`config.mk`:
```
export PLATFORM = sky130hd
export DESIGN_NAME = texelAddressUnit
export DESIGN_NICKNAME = d
export VERILOG_FILES = /design/src/logic/texturePkg.sv /design/src/logic/texelAddressUnit.sv /design/src/logic/mipAddress.sv /design/src/logic/texelCoordinate.sv /design/src/logic/lodCalculator.sv
export SDC_FILE = /design/constraint.sdc
export NUM_CORES = 1
export LEC_CHECK = 0
export BUFFER_PORTS_ARGS = -buffer_cell sky130_fd_sc_hd__buf_2
export CORE_ASPECT_RATIO = 1.1
export CORE_MARGIN = 4
export CORE_UTILIZATION = 60
export DETAILED_ROUTE_END_ITERATION = 10
export PLACE_DENSITY_LB_ADDON = 0.2
export RECOVER_POWER = 25
export SLEW_MARGIN = 0
export SYNTH_ARGS = -nofsm -noshare
export SYNTH_HDL_FRONTEND = slang
export SYNTH_SLANG_ARGS = --single-unit
```
`constraint.sdc`:
```
create_clock -name aclk -period 16.35 [get_ports aclk]
set_clock_uncertainty 0.05 [all_clocks]
set_input_delay 3.27 -clock aclk [delete_from_list [all_inputs] [get_ports aclk]]
set_output_delay 3.27 -clock aclk [all_outputs]
set_load 0.05 [all_outputs]
```
`src/logic/texturePkg.sv`:
```
/*
 Shared texture constants and the structs that carry fragments and results.
 Texture sides are powers of two from 1 to 256 texels.
 Coordinates are S16.15 fixed point.
*/
package texturePkg;

    // Largest side is 2**8 texels
    localparam int maxSizeLog2 = 8;
    // Deepest mip level of a 256x256 texture
    localparam int maxLod = maxSizeLog2;
    // Full 256x256 chain holds 87381 texels
    localparam int texAddrWidth = 17;
    // Fraction bits of an S16.15 coordinate
    localparam int fracBits = 15;
    // Texel coordinate width at full resolution
    localparam int texelBits = maxSizeLog2;

    // One texture coordinate pair, both S16.15
    typedef struct packed {
        logic [31:0] s;
        logic [31:0] t;
    } texCoord_t;

    // Rendered pixel and its neighbour one step in x and y
    typedef struct packed {
        texCoord_t st;
        texCoord_t stXy;
    } texFragment_t;

    // Held as a level while fragments are in flight
    typedef struct packed {
        logic [3:0] widthLog2;
        logic [3:0] heightLog2;
        logic       clampS;
        logic       clampT;
    } textureConfig_t;

    // Integer texel position at level 0
    typedef struct packed {
        logic [texelBits-1:0] u;
        logic [texelBits-1:0] v;
    } texelCoord_t;

    // Clamped level and linear address in the mip chain
    typedef struct packed {
        logic [3:0]              lod;
        logic [texAddrWidth-1:0] address;
    } texelResult_t;

endpackage
```
`src/logic/texelAddressUnit.sv`:
```
`timescale 1ns/1ps
/*
 Mipmap texel addressing, fixed latency of two cycles, no back-pressure.
 texConfig is a level and must not change while fragments are in flight.
 texel is valid only in the cycle of texelValid.
*/
module texelAddressUnit
(
    input  logic                       aclk,
    input  logic                       rstN,
    input  logic                       fragValid,
    input  texturePkg::texFragment_t   frag,
    input  texturePkg::textureConfig_t texConfig,
    output logic                       texelValid,
    output texturePkg::texelResult_t   texel
);
    import texturePkg::*;

    // Stage 1 results
    logic [3:0]  lod;
    texelCoord_t texelCoord;

    // One bit per pipeline stage
    logic [1:0]  validPipe;

    // Level from the neighbour step
    lodCalculator lodCalculator_inst
    (
        .aclk       (aclk),
        .rstN       (rstN),
        .widthLog2  (texConfig.widthLog2),
        .heightLog2 (texConfig.heightLog2),
        .frag       (frag),
        .lod        (lod)
    );

    // Texel grid position of the rendered pixel, same cycle
    texelCoordinate texelCoordinate_inst
    (
        .aclk       (aclk),
        .rstN       (rstN),
        .st         (frag.st),
        .texConfig  (texConfig),
        .texelCoord (texelCoord)
    );

    mipAddress mipAddress_inst
    (
        .aclk       (aclk),
        .rstN       (rstN),
        .lod        (lod),
        .texelCoord (texelCoord),
        .texConfig  (texConfig),
        .texel      (texel)
    );

    always_ff @(posedge aclk or negedge rstN)
    begin
        if (!rstN)
        begin
            validPipe <= '0;
        end
        else
        begin
            validPipe <= {validPipe[0], fragValid};
        end
    end

    assign texelValid = validPipe[1];

endmodule

```
`src/logic/mipAddress.sv`:
```
`timescale 1ns/1ps
/*
 Linear texel address in a mip chain stored level after level, largest first.
 The level is clamped to the last level that exists (1x1).
 One cycle of latency after the coordinate and level stages.
*/
module mipAddress
(
    input  logic                       aclk,
    input  logic                       rstN,
    input  logic [3:0]                 lod,
    input  texturePkg::texelCoord_t    texelCoord,
    input  texturePkg::textureConfig_t texConfig,
    output texturePkg::texelResult_t   texel
);
    import texturePkg::*;

    logic [3:0]              maxSizeLog;
    logic [3:0]              level;
    logic [3:0]              levelWLog;
    logic [texelBits-1:0]    levelU;
    logic [texelBits-1:0]    levelV;
    logic [texAddrWidth-1:0] levelBase;
    logic [texAddrWidth-1:0] rowOffset;
    texelResult_t            texelNext;

    // Side log of an axis at a given level, never below 1 texel
    function automatic logic [3:0] shrinkLog
    (
        input logic [3:0] sizeLog2,
        input logic [3:0] lvl
    );
        return (sizeLog2 > lvl) ? (sizeLog2 - lvl) : 4'd0;
    endfunction

    // Texel count of one level
    function automatic logic [texAddrWidth-1:0] levelSize
    (
        input logic [3:0] widthLog2,
        input logic [3:0] heightLog2,
        input logic [3:0] lvl
    );
        logic [4:0] areaLog;

        // 8 + 8 needs the fifth bit
        areaLog = {1'b0, shrinkLog(widthLog2, lvl)} + {1'b0, shrinkLog(heightLog2, lvl)};
        return texAddrWidth'(1) << areaLog;
    endfunction

    always_comb
    begin
        // Last level is reached when the longer side is 1
        maxSizeLog = (texConfig.widthLog2 > texConfig.heightLog2) ?
            texConfig.widthLog2 : texConfig.heightLog2;
        level = (lod < maxSizeLog) ? lod : maxSizeLog;

        levelWLog = shrinkLog(texConfig.widthLog2, level);

        // u stays below the width, so a deeper shift leaves zero
        levelU = texelCoord.u >> level;
        levelV = texelCoord.v >> level;

        // Sum of all levels stored before this one
        levelBase = '0;
        for (int k = 0; k < maxLod; k++)
        begin
            if (4'(k) < level)
            begin
                levelBase = levelBase +
                    levelSize(texConfig.widthLog2, texConfig.heightLog2, 4'(k));
            end
        end

        // Row major inside the level
        rowOffset = texAddrWidth'(levelV) << levelWLog;

        texelNext.lod = level;
        texelNext.address = levelBase + rowOffset + texAddrWidth'(levelU);
    end

    always_ff @(posedge aclk or negedge rstN)
    begin
        if (!rstN)
        begin
            texel <= '0;
        end
        else
        begin
            texel <= texelNext;
        end
    end

endmodule

```
`src/logic/texelCoordinate.sv`:
```
`timescale 1ns/1ps
/*
 Maps S16.15 texture coordinates onto the level 0 texel grid.
 Repeat or clamp is chosen per axis from the configuration.
 One cycle of latency, configuration must be stable meanwhile.
*/
module texelCoordinate
(
    input  logic                       aclk,
    input  logic                       rstN,
    input  texturePkg::texCoord_t      st,
    input  texturePkg::textureConfig_t texConfig,
    output texturePkg::texelCoord_t    texelCoord
);
    import texturePkg::*;

    texelCoord_t texelNext;

    // One axis, same rule for s and t
    function automatic logic [texelBits-1:0] wrapAxis
    (
        input logic [31:0] coord,
        input logic [3:0]  sizeLog2,
        input logic        clamp
    );
        logic [3:0]           shift;
        logic [texelBits-1:0] scaled;
        logic [texelBits-1:0] lastTexel;
        logic                 negative;
        logic                 aboveOne;

        shift = 4'(maxSizeLog2) - sizeLog2;

        // Top sizeLog2 fraction bits, right aligned
        scaled = coord[fracBits-1 -: texelBits] >> shift;

        // Side minus one
        lastTexel = {texelBits{1'b1}} >> shift;

        // Sign bit, and any integer bit set on a positive value
        negative = coord[31];
        aboveOne = !negative && (|coord[30:fracBits]);

        if (clamp && negative)
        begin
            return '0;
        end
        else if (clamp && aboveOne)
        begin
            return lastTexel;
        end
        // Repeat drops the integer part
        return scaled;
    endfunction

    always_comb
    begin
        texelNext.u = wrapAxis(st.s, texConfig.widthLog2, texConfig.clampS);
        texelNext.v = wrapAxis(st.t, texConfig.heightLog2, texConfig.clampT);
    end

    always_ff @(posedge aclk or negedge rstN)
    begin
        if (!rstN)
        begin
            texelCoord <= '0;
        end
        else
        begin
            texelCoord <= texelNext;
        end
    end

endmodule

```
`src/logic/lodCalculator.sv`:
```
`timescale 1ns/1ps
/*
 Level of detail from the coordinate step between two neighbouring pixels.
 The neighbour must be one step in x and one in y in screen space.
 One cycle of latency, a new fragment may enter every cycle.
*/
module lodCalculator
(
    input  logic                     aclk,
    input  logic                     rstN,
    input  logic [3:0]               widthLog2,
    input  logic [3:0]               heightLog2,
    input  texturePkg::texFragment_t frag,
    output logic [3:0]               lod
);
    import texturePkg::*;

    logic [31:0]          diffS;
    logic [31:0]          diffT;
    logic [31:0]          absS;
    logic [31:0]          absT;
    logic [3:0]           shiftU;
    logic [3:0]           shiftV;
    logic [texelBits-1:0] spanU;
    logic [texelBits-1:0] spanV;
    logic [texelBits-1:0] spanMax;
    logic [3:0]           lodNext;

    always_comb
    begin
        // Step between the pixel and its neighbour
        diffS = frag.st.s - frag.stXy.s;
        diffT = frag.st.t - frag.stXy.t;
        absS = diffS[31] ? (~diffS + 32'd1) : diffS;
        absT = diffT[31] ? (~diffT + 32'd1) : diffT;

        // Top fraction bits give the step in texels of a 256 side
        shiftU = 4'(maxSizeLog2) - widthLog2;
        shiftV = 4'(maxSizeLog2) - heightLog2;
        spanU = absS[fracBits-1 -: texelBits] >> shiftU;
        spanV = absT[fracBits-1 -: texelBits] >> shiftV;

        // Footprint follows the wider axis
        spanMax = (spanU < spanV) ? spanV : spanU;

        // Highest set bit plus one, zero when no step at all
        lodNext = '0;
        for (int i = 0; i < texelBits; i++)
        begin
            if (spanMax[i])
            begin
                lodNext = 4'(i + 1);
            end
        end
    end

    always_ff @(posedge aclk or negedge rstN)
    begin
        if (!rstN)
        begin
            lod <= '0;
        end
        else
        begin
            lod <= lodNext;
        end
    end

endmodule

```
==> out/results.ini <==
[outcome]
outcome=complete, but fails checks
violations=capacitance limit, slew limit

[placed_design]
dp_cells=3318
port_buffers=162
dp.final_hpwl_mm=50.5
place_ws_ns=-0.515
gp_congestion=0.968

[die]
row_count=66
die_w_um=173
ios=163
fp.dieH_um=190
core_sq_um=29600
dieArea_sq_um=32800
start_util=0.608

[worst_setup_path]
critPathMaxFanout=4
r2r-end=mipAddress_inst.texel[16]
critical_path_buf_inv_count=5
rr_worst_depth=63
worstPathArrival_ns=16.47
rrSetupSlack_ns=3.76
worstPathRequired_ns=16.52
cpPeakStageDelay_ns=0.48
cp-end-kind=flip-flop
cp_common_cell=ha_4
crit_family=compound AO/OA/AOI/OAI gates
critPathKind=in -> reg
cp-start-kind=input pin
crit_slowest_cell=or4_4
cp.depth=71
r2r_start=lodCalculator_inst.lod[1]

[yosys]
synth_async_sr_flop_share=1.00
synth-seq-cells=43
synth_ff_type=dfrtp_1
ys_types=98
synthCells=2570
synthesis.area_sq_um=18000
yosys_warnings=0
synth_nets=3013
synth_edf_count=0
avgSynthCellArea_sq_um=7.00
synth_seq_area_share=0.0598

[global_route]
antenna_found_initial=0
grt_use_total=0.351
grt.overflow.total=0
grt_pass1_vias=20528
grt_max_degree=44
grt_first_pass_wirelength_mm=97.8

[route]
avgViaCountPerCell=6.47
first_pass_iters=8
drtAntennaViolNets=0
vias=21690
drt-total-wl_mm=64.3
drtIter0Drc=1942
routedWlPerCell_um=19.2
drc_errors=0

[clock_network]
clock_path_buffers=2
htreeDepth=2
cts_root_buffer=clkbuf_16
cts_buffers=5
worstSkewPairLatency_ns=0.29
clk_pin_slew_worst_paths_ns=0.07
cts.sinks=43
cts_tree=yes

[layout]
final_nets=3421
diodes=0
area_growth_pct=24.9
final_layout_size_suffix_gt1_frac=0.244
utilization=0.760
instances_no_fill=3352

[sta]
worst_slew_pin_slew_ns=2.33
timing.slew.headroom=-0.556
finalCritPeriodShare=0.997
timing.final.setup_violations=0
hold_violations=0
fin_crit_ns=16.30
slew_violations=44
max_freq_mhz=61.3
finalWorstSetupSlack_ns=0.0453

[power]
powerDensity_nw_per_um2=189
p_leak_nw=11.2
vdd_drop_max_mv=0.174

[worst_hold_path]
hold_path.startpoint=validPipe[0]
hold_depth=0
hold_path_end=validPipe[1]
hp-class=reg -> reg

[run]
maxCapViolCount=1

## cells in the final DEF, fill, tap and decap left out, types with 22 or more instances in the layout
cell type  Yosys  final
o21a_1        48     47
mux2_2        27     24
o21ai_1       11     28
o21ai_0      125    100
a211oi_1      24     23
ha_4           0     26
mux2i_1       40     36
dfrtp_1       43     43
a21oi_1      193    169
nor2_1       374    365
xnor2_1       99     89
nor2b_1       26     22
xor2_1        45     45
nor3_1        78     73
a21o_1        86     86
nand3_1       65     62
a21oi_2        2     25
nand2_1      238    233
inv_1        180    176
nand2b_1      39     38
ha_1         275    241
o211ai_1      23     23
buf_2          3    160
or2_2         23     23
buf_4          1    308
fa_1          27     26
or3_1         34     29
## through the flow
stage / total power [mW] / setup TNS (ns) / cell area [sq um] / hold slack, ns
after global routing: 4.55 / -0.410 / 22500 / 0.337
after detailed placement: 3.67 / -0.714 / 21200 / 0.309
after global placement: 3.54 / -0.220 / 21200 / 0.286
final: 4.24 / 0 / 22500 / 0.315
after CTS: 3.82 / 0 / 21400 / 0.323
after floorplan: 2.43 / 0 / 18000 / 0.281
## sequential cells by signal (all words and copies together) (netlist names)
name                             cells
mipAddress_inst.texel               21
texelCoordinate_inst.texelCoord     16
lodCalculator_inst.lod               4
validPipe                            2
## cell type report
cell class              count  area (sq um)
inverters                 185           694
repair buffers            470          3120
clock buffers               6           129
clock inverters             1          30.0
well taps                 374           468
fillers                  2272          7100
multi-input cells        2273         16900
flip-flops and latches     43          1080
## Yosys cell counts, drive strengths merged, types with 15 or more instances
cell type,count,area share
ha,275,0.19
and3,15,0.0052
buf,15,0.0035
and2,21,0.0074
o31ai,19,0.0079
nor4,23,0.0080
o21a,48,0.020
xor2,45,0.022
or3,34,0.012
inv,183,0.038
a31oi,24,0.0083
fa,27,0.030
nand2,239,0.050
dfrtp,43,0.060
o21ai,136,0.038
o22ai,17,0.0059
mux2i,40,0.022
o21bai,19,0.0079
nor2,374,0.078
o211ai,24,0.010
xnor2,101,0.050
a211o,16,0.0078
nor3,79,0.023
clkbuf,54,0.011
nand3,65,0.018
a31o,15,0.0073
or2,25,0.0087
a21o,86,0.036
mux2,28,0.018
nand4,21,0.0073
nand2b,39,0.014
nor2b,26,0.0090
a211oi,24,0.010
a21oi,195,0.055
## cell families after synthesis
| group | synth area share |
|---|---|
| AND/OR/NAND/NOR | 0.252 |
| XOR/XNOR | 0.0744 |
| multiplexers | 0.0550 |
| buffers and inverters | 0.0534 |
| AO/OA/AOI/OAI | 0.284 |
| adder cells (fa/ha/maj) | 0.221 |
| flip-flops | 0.0598 |
## report_power, final
| group | internal, mW | switching [mW] | leakage, nW | total (mW) |
|---|---|---|---|---|
| Clock | 0.0714 | 0.0437 | 0.0769 | 0.115 |
| Combinational | 1.76 | 2.19 | 10.6 | 3.96 |
| Sequential | 0.153 | 0.0180 | 0.548 | 0.171 |
## metal layers
| layer | global-route usage | vias to the layer above | part of all wire |
|---|---|---|---|
| met2 | 0.631 | 1158 | 0.48 |
| met4 | 0.162 | 0 | 0.060 |
| met1 | 0.424 | 10049 | 0.39 |
| li1 | - | 10168 | - |
| met3 | 0.0364 | 315 | 0.075 |
| met5 | 0 | - | 0 |
## worst max-delay path by stage
| stage | start | end | slack [ns] |
|---|---|---|---|
| after floorplan | texConfig[5] | mipAddress_inst.texel[16] | 0.03 |
| after global placement | texConfig[5] | mipAddress_inst.texel[16] | -0.22 |
| after detailed placement | texConfig[5] | mipAddress_inst.texel[16] | -0.51 |
| after CTS | texConfig[3] | mipAddress_inst.texel[16] | 0.005 |
| after global routing | texConfig[3] | mipAddress_inst.texel[16] | -0.37 |
| final | texConfig[3] | mipAddress_inst.texel[16] | 0.05 |
## what timing repair did
action                     CTS  global route
setup endpoints to repair    1             7
pin swaps                   10            83
gates resized for setup     23           163
hold buffers                 0             0
buffers inserted             2            25
No activity file was read; power rests on OpenSTA's default activity.
